## config.mk

```make
export PLATFORM = sky130hd
export DESIGN_NAME = atop_filter_top
export DESIGN_NICKNAME = d
export VERILOG_FILES = /design/src/atop_pkg.sv /design/src/err_cmd_if.sv /design/src/w_burst_tracker.sv /design/src/write_ctrl.sv /design/src/r_err_gen.sv /design/src/resp_arbiter.sv /design/src/atop_filter_top.sv
export VERILOG_INCLUDE_DIRS = /design/src
export SDC_FILE = /design/constraint.sdc
export NUM_CORES = 1
export LEC_CHECK = 0
export BUFFER_PORTS_ARGS = -buffer_cell sky130_fd_sc_hd__buf_4
export CAP_MARGIN = 20
export CORE_AREA = 2 2 92 94
export DETAILED_ROUTE_END_ITERATION = 8
export DIE_AREA = 0 0 94 96
export PLACE_DENSITY = 0.83
export SLEW_MARGIN = 20
export SYNTH_ARGS = -nofsm -noshare
export SYNTH_HDL_FRONTEND = slang
export SYNTH_SLANG_ARGS = --single-unit
```

## constraint.sdc

```tcl
create_clock -name clk_i -period 2.65 [get_ports clk_i]
set_input_delay 0 -clock clk_i [delete_from_list [all_inputs] [get_ports clk_i]]
set_output_delay 0 -clock clk_i [all_outputs]
set_load 0.03 [all_outputs]
```

## src/atop_config.svh

```systemverilog
`ifndef ATOP_CONFIG_SVH
`define ATOP_CONFIG_SVH

// Transaction ID width on both ports
`define ATOP_ID_WIDTH 4

// Address width of the write channel
`define ATOP_ADDR_WIDTH 16

// Data width of W and R beats
`define ATOP_DATA_WIDTH 32

// Write bursts allowed in flight downstream
// at the same time
`define ATOP_MAX_WRITE_TXNS 4

`endif

```

## src/atop_pkg.sv

```systemverilog
`include "atop_config.svh"

package atop_pkg;

  // Basic AXI field types
  typedef logic [`ATOP_ID_WIDTH-1:0]   id_t;
  typedef logic [`ATOP_ADDR_WIDTH-1:0] addr_t;
  typedef logic [`ATOP_DATA_WIDTH-1:0] data_t;
  typedef logic [7:0]                  len_t;
  typedef logic [5:0]                  atop_t;

  // AXI response codes
  typedef enum logic [1:0] {
    RESP_OKAY   = 2'b00,
    RESP_EXOKAY = 2'b01,
    RESP_SLVERR = 2'b10,
    RESP_DECERR = 2'b11
  } resp_e;

  // Atop bit that asks for an R response
  localparam int unsigned ATOP_R_RESP_BIT = 5;
  // Atop[5:4] value of a plain write
  localparam logic [1:0] ATOP_NONE = 2'b00;

  typedef struct packed {
    id_t   id;
    resp_e resp;
  } b_beat_t;

  typedef struct packed {
    id_t   id;
    data_t data;
    resp_e resp;
    logic  last;
  } r_beat_t;

endpackage

```

## src/err_cmd_if.sv

```systemverilog
`timescale 1ns/1ps

interface err_cmd_if;
  import atop_pkg::*;

  // One-cycle request for an R error burst
  logic cmd_valid;
  id_t  cmd_id;
  len_t cmd_len;
  // Generator still has beats to send
  logic busy;

  modport ctrl (
    output cmd_valid, cmd_id, cmd_len,
    input  busy
  );

  modport gen (
    input  cmd_valid, cmd_id, cmd_len,
    output busy
  );
endinterface

```

## src/w_burst_tracker.sv

```systemverilog
`timescale 1ns/1ps
`include "atop_config.svh"

module w_burst_tracker (
  input  logic clk_i,
  input  logic rst_ni,
  input  logic m_aw_valid_i,
  input  logic m_aw_ready_i,
  input  logic m_w_valid_i,
  input  logic m_w_ready_i,
  input  logic m_w_last_i,
  output logic aw_pending_o,
  output logic w_ahead_o,
  output logic aw_room_o
);
  localparam int unsigned MAX_TXNS = `ATOP_MAX_WRITE_TXNS;
  // Two bits at least, so that minus one can be told apart from the limit
  localparam int unsigned CNT_WIDTH = (MAX_TXNS == 1) ? 2 : $clog2(MAX_TXNS + 1);

  logic [CNT_WIDTH-1:0] cnt_d, cnt_q;
  logic                 uflow_d, uflow_q;
  logic                 aw_hs, w_last_hs;

  assign aw_hs     = m_aw_valid_i && m_aw_ready_i;
  assign w_last_hs = m_w_valid_i && m_w_ready_i && m_w_last_i;

  // AW downstream still waiting for its last W beat
  assign aw_pending_o = !uflow_q && (cnt_q != '0);
  // Count sits at minus one, a whole W burst went first
  assign w_ahead_o    = uflow_q && (&cnt_q);
  assign aw_room_o    = w_ahead_o || (!uflow_q && (cnt_q < CNT_WIDTH'(MAX_TXNS)));

  always_comb begin
    cnt_d   = cnt_q;
    uflow_d = uflow_q;
    if (aw_hs) begin
      cnt_d = cnt_d + 1'b1;
    end
    if (w_last_hs) begin
      cnt_d = cnt_d - 1'b1;
    end
    // Leave minus one once the late AW shows up
    if (uflow_q && (cnt_d == '0)) begin
      uflow_d = 1'b0;
    end else if ((cnt_q == '0) && (&cnt_d)) begin
      uflow_d = 1'b1;
    end
  end

  always_ff @(posedge clk_i or negedge rst_ni) begin
    if (!rst_ni) begin
      cnt_q   <= '0;
      uflow_q <= 1'b0;
    end else begin
      cnt_q   <= cnt_d;
      uflow_q <= uflow_d;
    end
  end
endmodule

```

## src/write_ctrl.sv

```systemverilog
`timescale 1ns/1ps

module write_ctrl (
  input  logic              clk_i,
  input  logic              rst_ni,
  input  logic              s_aw_valid_i,
  input  atop_pkg::id_t     s_aw_id_i,
  input  atop_pkg::len_t    s_aw_len_i,
  input  atop_pkg::atop_t   s_aw_atop_i,
  output logic              s_aw_ready_o,
  input  logic              s_w_valid_i,
  input  logic              s_w_last_i,
  output logic              s_w_ready_o,
  output logic              m_aw_valid_o,
  input  logic              m_aw_ready_i,
  output logic              m_w_valid_o,
  input  logic              m_w_ready_i,
  input  logic              aw_pending_i,
  input  logic              w_ahead_i,
  input  logic              aw_room_i,
  output logic              b_inj_valid_o,
  input  logic              b_inj_ready_i,
  output atop_pkg::b_beat_t b_inj_o,
  err_cmd_if.ctrl           cmd
);
  import atop_pkg::*;

  typedef enum logic [2:0] {
    W_RESET, W_FEED, W_BLOCK_AW, W_ABSORB_W, W_INJECT_B, W_WAIT_R
  } w_state_e;

  w_state_e w_state_d, w_state_q;
  id_t      id_d, id_q;
  logic     aw_atop, aw_plain;

  assign aw_atop  = s_aw_valid_i && (s_aw_atop_i[5:4] != ATOP_NONE);
  assign aw_plain = s_aw_valid_i && (s_aw_atop_i[5:4] == ATOP_NONE);

  // R command fields follow the AW being absorbed
  assign cmd.cmd_id  = s_aw_id_i;
  assign cmd.cmd_len = s_aw_len_i;

  // Error B always answers the stored atomic ID
  assign b_inj_o = '{id: id_q, resp: RESP_SLVERR};

  always_comb begin
    s_aw_ready_o  = 1'b0;
    m_aw_valid_o  = 1'b0;
    s_w_ready_o   = 1'b0;
    m_w_valid_o   = 1'b0;
    b_inj_valid_o = 1'b0;
    cmd.cmd_valid = 1'b0;
    id_d          = id_q;
    w_state_d     = w_state_q;

    unique case (w_state_q)
      W_RESET: w_state_d = W_FEED;

      W_FEED: begin
        // AW passes while the outstanding limit allows it
        if (aw_room_i) begin
          m_aw_valid_o = s_aw_valid_i;
          s_aw_ready_o = m_aw_ready_i;
        end
        // W passes for a known AW, or alongside a plain AW unless a burst is already ahead
        if (aw_pending_i || (aw_plain && !w_ahead_i)) begin
          m_w_valid_o = s_w_valid_i;
          s_w_ready_o = m_w_ready_i;
        end
        if (aw_atop) begin
          // Swallow the atomic AW here
          m_aw_valid_o = 1'b0;
          s_aw_ready_o = 1'b1;
          id_d         = s_aw_id_i;
          if (s_aw_atop_i[ATOP_R_RESP_BIT]) begin
            cmd.cmd_valid = 1'b1;
          end
          if (aw_pending_i) begin
            // Earlier bursts still own the next W beats
            w_state_d = W_BLOCK_AW;
          end else begin
            m_w_valid_o = 1'b0;
            s_w_ready_o = 1'b1;
            if (s_w_valid_i && s_w_last_i) begin
              w_state_d = W_INJECT_B;
            end else begin
              w_state_d = W_ABSORB_W;
            end
          end
        end
      end

      W_BLOCK_AW: begin
        if (aw_pending_i) begin
          m_w_valid_o = s_w_valid_i;
          s_w_ready_o = m_w_ready_i;
        end else begin
          // Drained, the next W burst belongs to the atomic
          s_w_ready_o = 1'b1;
          if (s_w_valid_i && s_w_last_i) begin
            w_state_d = W_INJECT_B;
          end else begin
            w_state_d = W_ABSORB_W;
          end
        end
      end

      W_ABSORB_W: begin
        s_w_ready_o = 1'b1;
        if (s_w_valid_i && s_w_last_i) begin
          w_state_d = W_INJECT_B;
        end
      end

      W_INJECT_B: begin
        // Arbiter holds this off while a downstream B is stuck upstream
        b_inj_valid_o = 1'b1;
        if (b_inj_ready_i) begin
          w_state_d = cmd.busy ? W_WAIT_R : W_FEED;
        end
      end

      W_WAIT_R: begin
        // Stay until the R error burst has gone out
        if (!cmd.busy) begin
          w_state_d = W_FEED;
        end
      end

      default: w_state_d = W_RESET;
    endcase
  end

  always_ff @(posedge clk_i or negedge rst_ni) begin
    if (!rst_ni) begin
      w_state_q <= W_RESET;
    end else begin
      w_state_q <= w_state_d;
    end
  end

  always_ff @(posedge clk_i) begin
    id_q <= id_d;
  end
endmodule

```

## src/r_err_gen.sv

```systemverilog
`timescale 1ns/1ps

module r_err_gen (
  input  logic              clk_i,
  input  logic              rst_ni,
  err_cmd_if.gen            cmd,
  output logic              inj_valid_o,
  input  logic              inj_ready_i,
  output atop_pkg::r_beat_t inj_o
);
  import atop_pkg::*;

  logic busy_q;
  len_t beats_q;
  id_t  id_q;
  logic last_beat;

  // Beats left after the current one
  assign last_beat = (beats_q == '0);

  assign cmd.busy    = busy_q;
  assign inj_valid_o = busy_q;
  assign inj_o       = '{id: id_q, data: '0, resp: RESP_SLVERR, last: last_beat};

  always_ff @(posedge clk_i or negedge rst_ni) begin
    if (!rst_ni) begin
      busy_q  <= 1'b0;
      beats_q <= '0;
    end else if (cmd.cmd_valid) begin
      // Burst of len+1 beats starts next cycle
      busy_q  <= 1'b1;
      beats_q <= cmd.cmd_len;
    end else if (busy_q && inj_ready_i) begin
      if (last_beat) begin
        busy_q <= 1'b0;
      end else begin
        beats_q <= beats_q - 1'b1;
      end
    end
  end

  always_ff @(posedge clk_i) begin
    if (cmd.cmd_valid) begin
      id_q <= cmd.cmd_id;
    end
  end
endmodule

```

## src/resp_arbiter.sv

```systemverilog
`timescale 1ns/1ps

module resp_arbiter #(
  parameter type beat_t = logic
) (
  input  logic  clk_i,
  input  logic  rst_ni,
  input  logic  dn_valid_i,
  output logic  dn_ready_o,
  input  beat_t dn_i,
  input  logic  inj_valid_i,
  output logic  inj_ready_o,
  input  beat_t inj_i,
  output logic  up_valid_o,
  input  logic  up_ready_i,
  output beat_t up_o
);
  typedef enum logic [1:0] { ARB_FEED, ARB_HOLD_DN, ARB_INJECT } arb_state_e;

  arb_state_e state_d, state_q;
  logic       sel_inj;

  // Injected beats own the channel only while their source keeps valid up
  assign sel_inj = (state_q == ARB_INJECT) && inj_valid_i;

  assign up_valid_o  = sel_inj ? inj_valid_i : dn_valid_i;
  assign up_o        = sel_inj ? inj_i : dn_i;
  assign dn_ready_o  = sel_inj ? 1'b0 : up_ready_i;
  assign inj_ready_o = sel_inj ? up_ready_i : 1'b0;

  always_comb begin
    state_d = state_q;
    unique case (state_q)
      ARB_HOLD_DN: begin
        // Offered downstream beat must finish first
        if (!dn_valid_i || up_ready_i) begin
          state_d = inj_valid_i ? ARB_INJECT : ARB_FEED;
        end
      end
      default: begin
        if (!sel_inj) begin
          // Feed, or injection finished
          if (dn_valid_i && !up_ready_i) begin
            state_d = ARB_HOLD_DN;
          end else if (inj_valid_i) begin
            state_d = ARB_INJECT;
          end else begin
            state_d = ARB_FEED;
          end
        end
      end
    endcase
  end

  always_ff @(posedge clk_i or negedge rst_ni) begin
    if (!rst_ni) begin
      state_q <= ARB_FEED;
    end else begin
      state_q <= state_d;
    end
  end
endmodule

```

## src/atop_filter_top.sv

```systemverilog
`timescale 1ns/1ps

module atop_filter_top (
  input  logic            clk_i,
  input  logic            rst_ni,
  // Upstream master side
  input  logic            s_aw_valid_i,
  output logic            s_aw_ready_o,
  input  atop_pkg::id_t   s_aw_id_i,
  input  atop_pkg::addr_t s_aw_addr_i,
  input  atop_pkg::len_t  s_aw_len_i,
  input  atop_pkg::atop_t s_aw_atop_i,
  input  logic            s_w_valid_i,
  output logic            s_w_ready_o,
  input  atop_pkg::data_t s_w_data_i,
  input  logic            s_w_last_i,
  output logic            s_b_valid_o,
  input  logic            s_b_ready_i,
  output atop_pkg::id_t   s_b_id_o,
  output atop_pkg::resp_e s_b_resp_o,
  output logic            s_r_valid_o,
  input  logic            s_r_ready_i,
  output atop_pkg::id_t   s_r_id_o,
  output atop_pkg::data_t s_r_data_o,
  output atop_pkg::resp_e s_r_resp_o,
  output logic            s_r_last_o,
  // Downstream slave side
  output logic            m_aw_valid_o,
  input  logic            m_aw_ready_i,
  output atop_pkg::id_t   m_aw_id_o,
  output atop_pkg::addr_t m_aw_addr_o,
  output atop_pkg::len_t  m_aw_len_o,
  output logic            m_w_valid_o,
  input  logic            m_w_ready_i,
  output atop_pkg::data_t m_w_data_o,
  output logic            m_w_last_o,
  input  logic            m_b_valid_i,
  output logic            m_b_ready_o,
  input  atop_pkg::id_t   m_b_id_i,
  input  atop_pkg::resp_e m_b_resp_i,
  input  logic            m_r_valid_i,
  output logic            m_r_ready_o,
  input  atop_pkg::id_t   m_r_id_i,
  input  atop_pkg::data_t m_r_data_i,
  input  atop_pkg::resp_e m_r_resp_i,
  input  logic            m_r_last_i
);
  import atop_pkg::*;

  logic    aw_pending, w_ahead, aw_room;
  logic    b_inj_valid, b_inj_ready, r_inj_valid, r_inj_ready;
  b_beat_t b_inj, m_b_beat, s_b_beat;
  r_beat_t r_inj, m_r_beat, s_r_beat;

  err_cmd_if u_cmd ();

  // Payloads go straight through, no atop downstream
  assign m_aw_id_o   = s_aw_id_i;
  assign m_aw_addr_o = s_aw_addr_i;
  assign m_aw_len_o  = s_aw_len_i;
  assign m_w_data_o  = s_w_data_i;
  assign m_w_last_o  = s_w_last_i;

  // Pack and unpack response beats for the arbiters
  assign m_b_beat = '{id: m_b_id_i, resp: m_b_resp_i};
  assign m_r_beat = '{id: m_r_id_i, data: m_r_data_i, resp: m_r_resp_i, last: m_r_last_i};
  assign s_b_id_o   = s_b_beat.id;
  assign s_b_resp_o = s_b_beat.resp;
  assign s_r_id_o   = s_r_beat.id;
  assign s_r_data_o = s_r_beat.data;
  assign s_r_resp_o = s_r_beat.resp;
  assign s_r_last_o = s_r_beat.last;

  w_burst_tracker u_tracker (
    .clk_i, .rst_ni,
    .m_aw_valid_i(m_aw_valid_o), .m_aw_ready_i, .m_w_valid_i(m_w_valid_o),
    .m_w_ready_i, .m_w_last_i(s_w_last_i),
    .aw_pending_o(aw_pending), .w_ahead_o(w_ahead), .aw_room_o(aw_room)
  );

  write_ctrl u_write_ctrl (
    .clk_i, .rst_ni,
    .s_aw_valid_i, .s_aw_id_i, .s_aw_len_i, .s_aw_atop_i, .s_aw_ready_o,
    .s_w_valid_i, .s_w_last_i, .s_w_ready_o,
    .m_aw_valid_o, .m_aw_ready_i, .m_w_valid_o, .m_w_ready_i,
    .aw_pending_i(aw_pending), .w_ahead_i(w_ahead), .aw_room_i(aw_room),
    .b_inj_valid_o(b_inj_valid), .b_inj_ready_i(b_inj_ready), .b_inj_o(b_inj),
    .cmd(u_cmd.ctrl)
  );

  r_err_gen u_r_err_gen (
    .clk_i, .rst_ni, .cmd(u_cmd.gen),
    .inj_valid_o(r_inj_valid), .inj_ready_i(r_inj_ready), .inj_o(r_inj)
  );

  resp_arbiter #(.beat_t(b_beat_t)) u_b_arb (
    .clk_i, .rst_ni,
    .dn_valid_i(m_b_valid_i), .dn_ready_o(m_b_ready_o), .dn_i(m_b_beat),
    .inj_valid_i(b_inj_valid), .inj_ready_o(b_inj_ready), .inj_i(b_inj),
    .up_valid_o(s_b_valid_o), .up_ready_i(s_b_ready_i), .up_o(s_b_beat)
  );

  resp_arbiter #(.beat_t(r_beat_t)) u_r_arb (
    .clk_i, .rst_ni,
    .dn_valid_i(m_r_valid_i), .dn_ready_o(m_r_ready_o), .dn_i(m_r_beat),
    .inj_valid_i(r_inj_valid), .inj_ready_o(r_inj_ready), .inj_i(r_inj),
    .up_valid_o(s_r_valid_o), .up_ready_i(s_r_ready_i), .up_o(s_r_beat)
  );
endmodule

```

== Word level (Yosys, flattened, before mapping) ==
Index checks and enable logic that the tools add are counted.

* Add/subtract/negate cells: 3
* Order comparisons: 1
* Equal/unequal tests: 19
* Mux-type cells: 57
* Reductions and logical operators: 45

{| class="wikitable"
|+ Operators with widths
! operator !! count
|-
| $mux W39 || 1
|-
| $mux W3 || 10
|-
| $mux W1 || 29
|-
| $mux W8 || 3
|-
| $mux W2 || 10
|-
| $pmux W3 S6 || 1
|-
| $logic_and A1 B1 Y1 || 17
|-
| $ne A2 B2 Y1 const B || 6
|-
| $reduce_and A2 Y1 || 5
|-
| $logic_not A3 Y1 || 3
|-
| $logic_not A8 Y1 || 1
|-
| $ne A2 B1 Y1 const B || 4
|-
| $reduce_bool A2 Y1 || 4
|-
| $sub A8 B1 Y8 const B || 1
|-
| $eq A3 B2 Y1 const B || 2
|-
| $eq A3 B3 Y1 const B || 2
|-
| $logic_not A1 Y1 || 6
|-
| $mux W6 || 1
|-
| $reduce_and A3 Y1 || 2
|-
| $reduce_and A5 Y1 || 1
|-
| $eq A2 B1 Y1 const B || 2
|-
| $eq A2 B2 Y1 const B || 2
|-
| $logic_or A1 B1 Y1 || 4
|-
| $add A3 B1 Y3 const B || 1
|-
| 7 further kinds || 7
|}

* Register bits: 28
* Bits of input ports: 122
* Output and inout port bits: 114
* Word-level logic and storage cells: 134

== Longest topological paths before layout ==
* Word-level depth: 16
* Mapped depth: 11
* Gate-level depth less buffers: 11

== By module ==
From an unflattened synthesis, not the netlist that was laid out.

* Cell total of the unflattened synthesis: 355
* Area total of the unflattened synthesis: 3369.5 µm²

{| class="wikitable"
|+ By module, submodules not included
! module !! instances !! cells an instance !! area an instance (µm²)
|-
| r_err_gen || 1 || 108 || 1007.2
|-
| resp_arbiter (u_r_arb) || 1 || 54 || 732.0
|-
| write_ctrl || 1 || 74 || 603.1
|-
| atop_filter_top || 1 || 61 || 457.9
|-
| w_burst_tracker || 1 || 41 || 384.1
|-
| resp_arbiter (u_b_arb) || 1 || 17 || 185.2
|}

== Least setup slack after synthesis ==
No wires, ideal clock.

* Kind: register to register
* From: reg u_tracker.cnt_q[0]
* To: reg u_tracker.uflow_q
* Arrival time: 2.457 ns
* Data required time: 2.513 ns
* Setup slack: 0.056 ns
* Cell stages (with the launch flop): 11
* Buffers on the path: 0
* Clock period less this slack: 2.594 ns
* Cells stage by stage: dfrtp_1 > ha_1 > ha_1 > and2_1 > o2111ai_2 > mux2i_1 > ha_1 > xor2_1 > or3_1 > a32oi_1 > nand3_1

* Longest elaborated chain between the ends: 15

{| class="wikitable"
|+ Ends and longest elaborated chain
! item !! line !! source
|-
| from (decl) || w_burst_tracker.sv:20 || <nowiki>logic [CNT_WIDTH-1:0] cnt_d, cnt_q;</nowiki>
|-
| from (signal assigned) || w_burst_tracker.sv:55 || <nowiki>cnt_q <= cnt_d;</nowiki>
|-
| branches (longest 15 deep; another with $lt A3 B3 Y1) || - ||
|-
| to (signal assigned) || w_burst_tracker.sv:56 || <nowiki>uflow_q <= uflow_d;</nowiki>
|-
| to (decl) || w_burst_tracker.sv:21 || <nowiki>logic uflow_d, uflow_q;</nowiki>
|}

Several ways; the timed one is not identified.
A chain may end at the register's enable or synchronous reset.

== Worst setup path in the final report ==
* From: reg u_tracker.cnt_q[1]
* To: reg u_tracker.uflow_q

Same word-level chain as after synthesis.

==> impl_summary.log <==
INFO  metric ir_worst_vdd = 0.508 mV
INFO  metric async_flop_share = 71.4%
INFO  metric syn_inst = 301
INFO  metric grt_first_pass_wirelength = 11.8 mm
INFO  metric grt_util_all_layers = 17.2%
INFO  metric leading_cell_types_in_the_layout_fill_and_taps_excluded = buf_4 (145), and2_1 (37), nand2_1 (28)
INFO  metric timing.critical_path.arrival = 2.77 ns
INFO  metric timing.critical_path.slowest_cell_delay = 0.41 ns
INFO  metric yosysWarnings = 0
INFO  metric finalNonFillerCells = 492
INFO  metric run_status = complete, no violations
INFO  metric die-width = 94 um
INFO  metric slowest_stage = dfrtp_1
INFO  metric globalplace.congestion = 0.855
INFO  metric drv_slew = 0
INFO  metric clkLatencyLatePin = 0.27 ns
INFO  metric dp_worst_setup_slack = -0.000520 ns
INFO  metric num_io_pins = 236
INFO  metric hpwl = 6.85 mm
INFO  metric whs = 0.0000132 ns
INFO  metric fin_tns_setup = 0 ns
INFO  metric cts_max_path_buffers = 2
INFO  metric synth_ff_type = dfrtp_1
INFO  metric drc = 0
INFO  metric route.detailed.vias_per_inst = 4.63
INFO  metric core = 0.00805 sq mm
INFO  metric cp.buffers_inverters = 0
INFO  metric die_area = 0.00902 sq mm
INFO  metric vias_in_the_first_global_route = 2296
INFO  metric core.rowCount = 33
INFO  metric layout_commonest_cell = buf_4
INFO  metric critPathMaxFanout = 4
INFO  metric slew_headroom = 47.6%
INFO  metric worst_hold_path.endpoint = m_w_data_o[27]
INFO  metric max_freq = 0.383 GHz
INFO  metric critical-path-top-delay-family = simple AND/OR/NAND/NOR gates
INFO  metric vias = 2280
INFO  metric initial_antenna_violation_count = 0
INFO  metric stdcell_area = 0.00339 sq mm
INFO  metric grt_remaining_overflow = 0
INFO  metric setup.worst_path.start_class = flop
INFO  metric areaGrowthSynthToFinish = 35.7%
INFO  metric power.total = 3.56 mW
INFO  metric cts_buffers = 3
INFO  metric drt_iter0_drc = 74
INFO  metric drt-pass1-iter-count = 4
INFO  metric timing.critical_path.to_type = flop
INFO  metric yosys_register_bits = 28
INFO  metric required_time_of_the_critical_path = 2.80 ns
INFO  metric post_place_cells = 476
INFO  metric setup_viol = 0
INFO  metric routed_wire_length_per_instance = 17.0 um
INFO  metric portBuffers = 135
INFO  metric hold_violations = 0
INFO  metric number_of_nets_still_failing_antenna_checks_after_routing = 0
INFO  metric max_cap_viol_count = 0
INFO  metric crit_path_most_repeated_cell = ha_1
INFO  metric grt_max_degree = 28
INFO  metric cts_num_sinks = 28
INFO  metric pwr_density_cell = 1050 mW/mm^2
INFO  metric reg2reg_slack = 0.04 ns
INFO  metric rr_startpoint = u_tracker.cnt_q[1]
INFO  metric min_delay_path_depth = 0
INFO  metric yosysUniqueCellTypes = 44
INFO  metric worstSetupPathType = flop to flop
INFO  metric seq_area_frac_synth = 29.7%
INFO  metric final_critical_path_share_of_the_clock_period = 98.6%
INFO  metric worstHoldPathType = input pin to primary output
INFO  metric worstHoldStart = s_w_data_i[27]
INFO  metric worst_pin_slew = 0.783 ns
INFO  metric crit_cells = 10
INFO  metric antennaDiodeCount = 0
INFO  metric floorplan.initialDensity = 31.0%
INFO  metric clkTransAtPathRegs = 0.10 ns
INFO  metric wirelength = 8.38 mm
INFO  metric finalClockSkew = 0.00432 ns
INFO  metric p_leak = 1.64 nW
INFO  metric post_synth.cell_area_avg = 8.30 sq um
INFO  metric final_nets = 515
INFO  metric synth.net_count = 428
INFO  metric final_critical_path_setup_slack = 0.0376 ns
INFO  metric fin_crit = 2.61 ns
INFO  metric placed_area = 0.00319 sq mm
INFO  metric timing.critical_path.cells = ha_1 -> ha_1 -> and2_1 -> o2111ai_4 -> mux2i_2 -> ha_2 -> xor2_1 -> or3_1 -> a32oi_1 -> nand3_1
INFO  metric worstReg2RegEnd = u_tracker.uflow_q
INFO  metric cts_tree = built
INFO  metric die-height = 96 um
INFO  metric htree_num_levels = 1
INFO  metric cts.root.buffer_cell = clkbuf_8
INFO  metric final.fill_count = 809
INFO  metric synth-edff-count = 8
INFO  metric drive_above_1_share = 42.6%
INFO  metric finalCoreUtilization = 42.1%
INFO  metric reg2regPathDepth = 10
INFO  metric synth_area = 0.00250 sq mm
-- timing repair --
item                                   in CTS  in global routing
buffers inserted                            0                  4
endpoints found under the hold margin      31                  0
setup endpoints to repair                   0                  1
resized for setup                           0                  4
hold buffers                                8                  0
-- area by class of cell --
cell class,instances,area (sq um),share of cell area (%)
Multi-Input combinational cell,189,1230,36.2
Inverter,13,48.8,1.44
Clock inverter,1,30.0,0.886
Clock buffer,3,41.3,1.22
Tap cell,105,131,3.88
Timing Repair Buffer,153,1170,34.5
Sequential cell,28,741,21.9
-- power by group --
group	total (mW)	internal, mW	switching (mW)
clock network	0.336	0.202	0.134
logic	2.50	0.993	1.50
registers	0.726	0.593	0.133
-- logic make-up after synthesis --
group | count (synthesis) | synth area share [%]
adder cells (fa/ha/maj) | 5 | 2.51
AO/OA/AOI/OAI | 40 | 10.7
flip-flops | 28 | 29.7
buffers and inverters | 84 | 21.9
XOR/XNOR | 11 | 3.86
AND/OR/NAND/NOR | 124 | 27.6
multiplexers | 9 | 3.86
-- routing by layer --
layer  GRT usage, %  up-vias  share of wire [%]
li1               -     1099                  -
met1           19.1     1068                 36
met2           31.1       99                 51
met3           6.58       14                 11
met4           4.23        0                1.4
met5              0        -                  0
-- registers in the layout, indices dropped and copies added (netlist names) --
register	flops
u_r_err_gen.beats_q	8
u_r_err_gen.id_q	4
u_write_ctrl.id_q	4
u_tracker.cnt_q	3
u_write_ctrl.w_state_q	3
u_b_arb.state_q	2
u_r_arb.state_q	2
u_r_err_gen.cmd.busy	1
u_tracker.uflow_q	1
-- worst reg2reg max path: stages (launching register included) --
cell and delay [ns]:
dfrtp_1 0.41, ha_1 0.19, ha_1 0.17, and2_1 0.21, o2111ai_4 0.25, mux2i_2 0.31, ha_2 0.25, xor2_1 0.09
or3_1 0.32, a32oi_1 0.21, nand3_1 0.10
-- cell usage after synthesis, types with 2 or more instances --
cell type	number	area, sq um
a21oi_1	13	65.1
nand2b_1	11	68.8
buf_4	61	458
xnor2_1	7	61.3
inv_1	13	48.8
dfrtp_1	20	500
a31oi_1	2	12.5
nand2_1	28	105
clkbuf_1	8	30.0
buf_2	2	10.0
edfxtp_1	8	240
mux2_2	5	56.3
ha_1	5	62.6
nor3b_1	2	15.0
nor3_1	3	15.0
and2_1	37	231
and3b_1	2	17.5
mux2i_1	4	40.0
o22a_1	3	26.3
nor2b_1	2	12.5
nor2_1	23	86.3
nand3_1	3	15.0
xor2_1	4	35.0
or3_1	3	18.8
o21ai_0	13	65.1
-- worst max path at each step --
stage | slack [ns] | startpoint | end
2_1_floorplan | 0.06 | u_tracker.cnt_q[0] | u_tracker.uflow_q
3_3_place_gp | 0.17 | u_tracker.cnt_q[0] | u_tracker.uflow_q
3_5_place_dp | -0.0005 | u_tracker.cnt_q[1] | u_tracker.uflow_q
4_1_cts | 0.002 | u_tracker.cnt_q[1] | u_tracker.uflow_q
5_1_grt | -0.02 | u_tracker.cnt_q[1] | u_tracker.uflow_q
6_report | 0.04 | u_tracker.cnt_q[1] | u_tracker.uflow_q
Note: power is estimated with default switching activity, not from simulation.
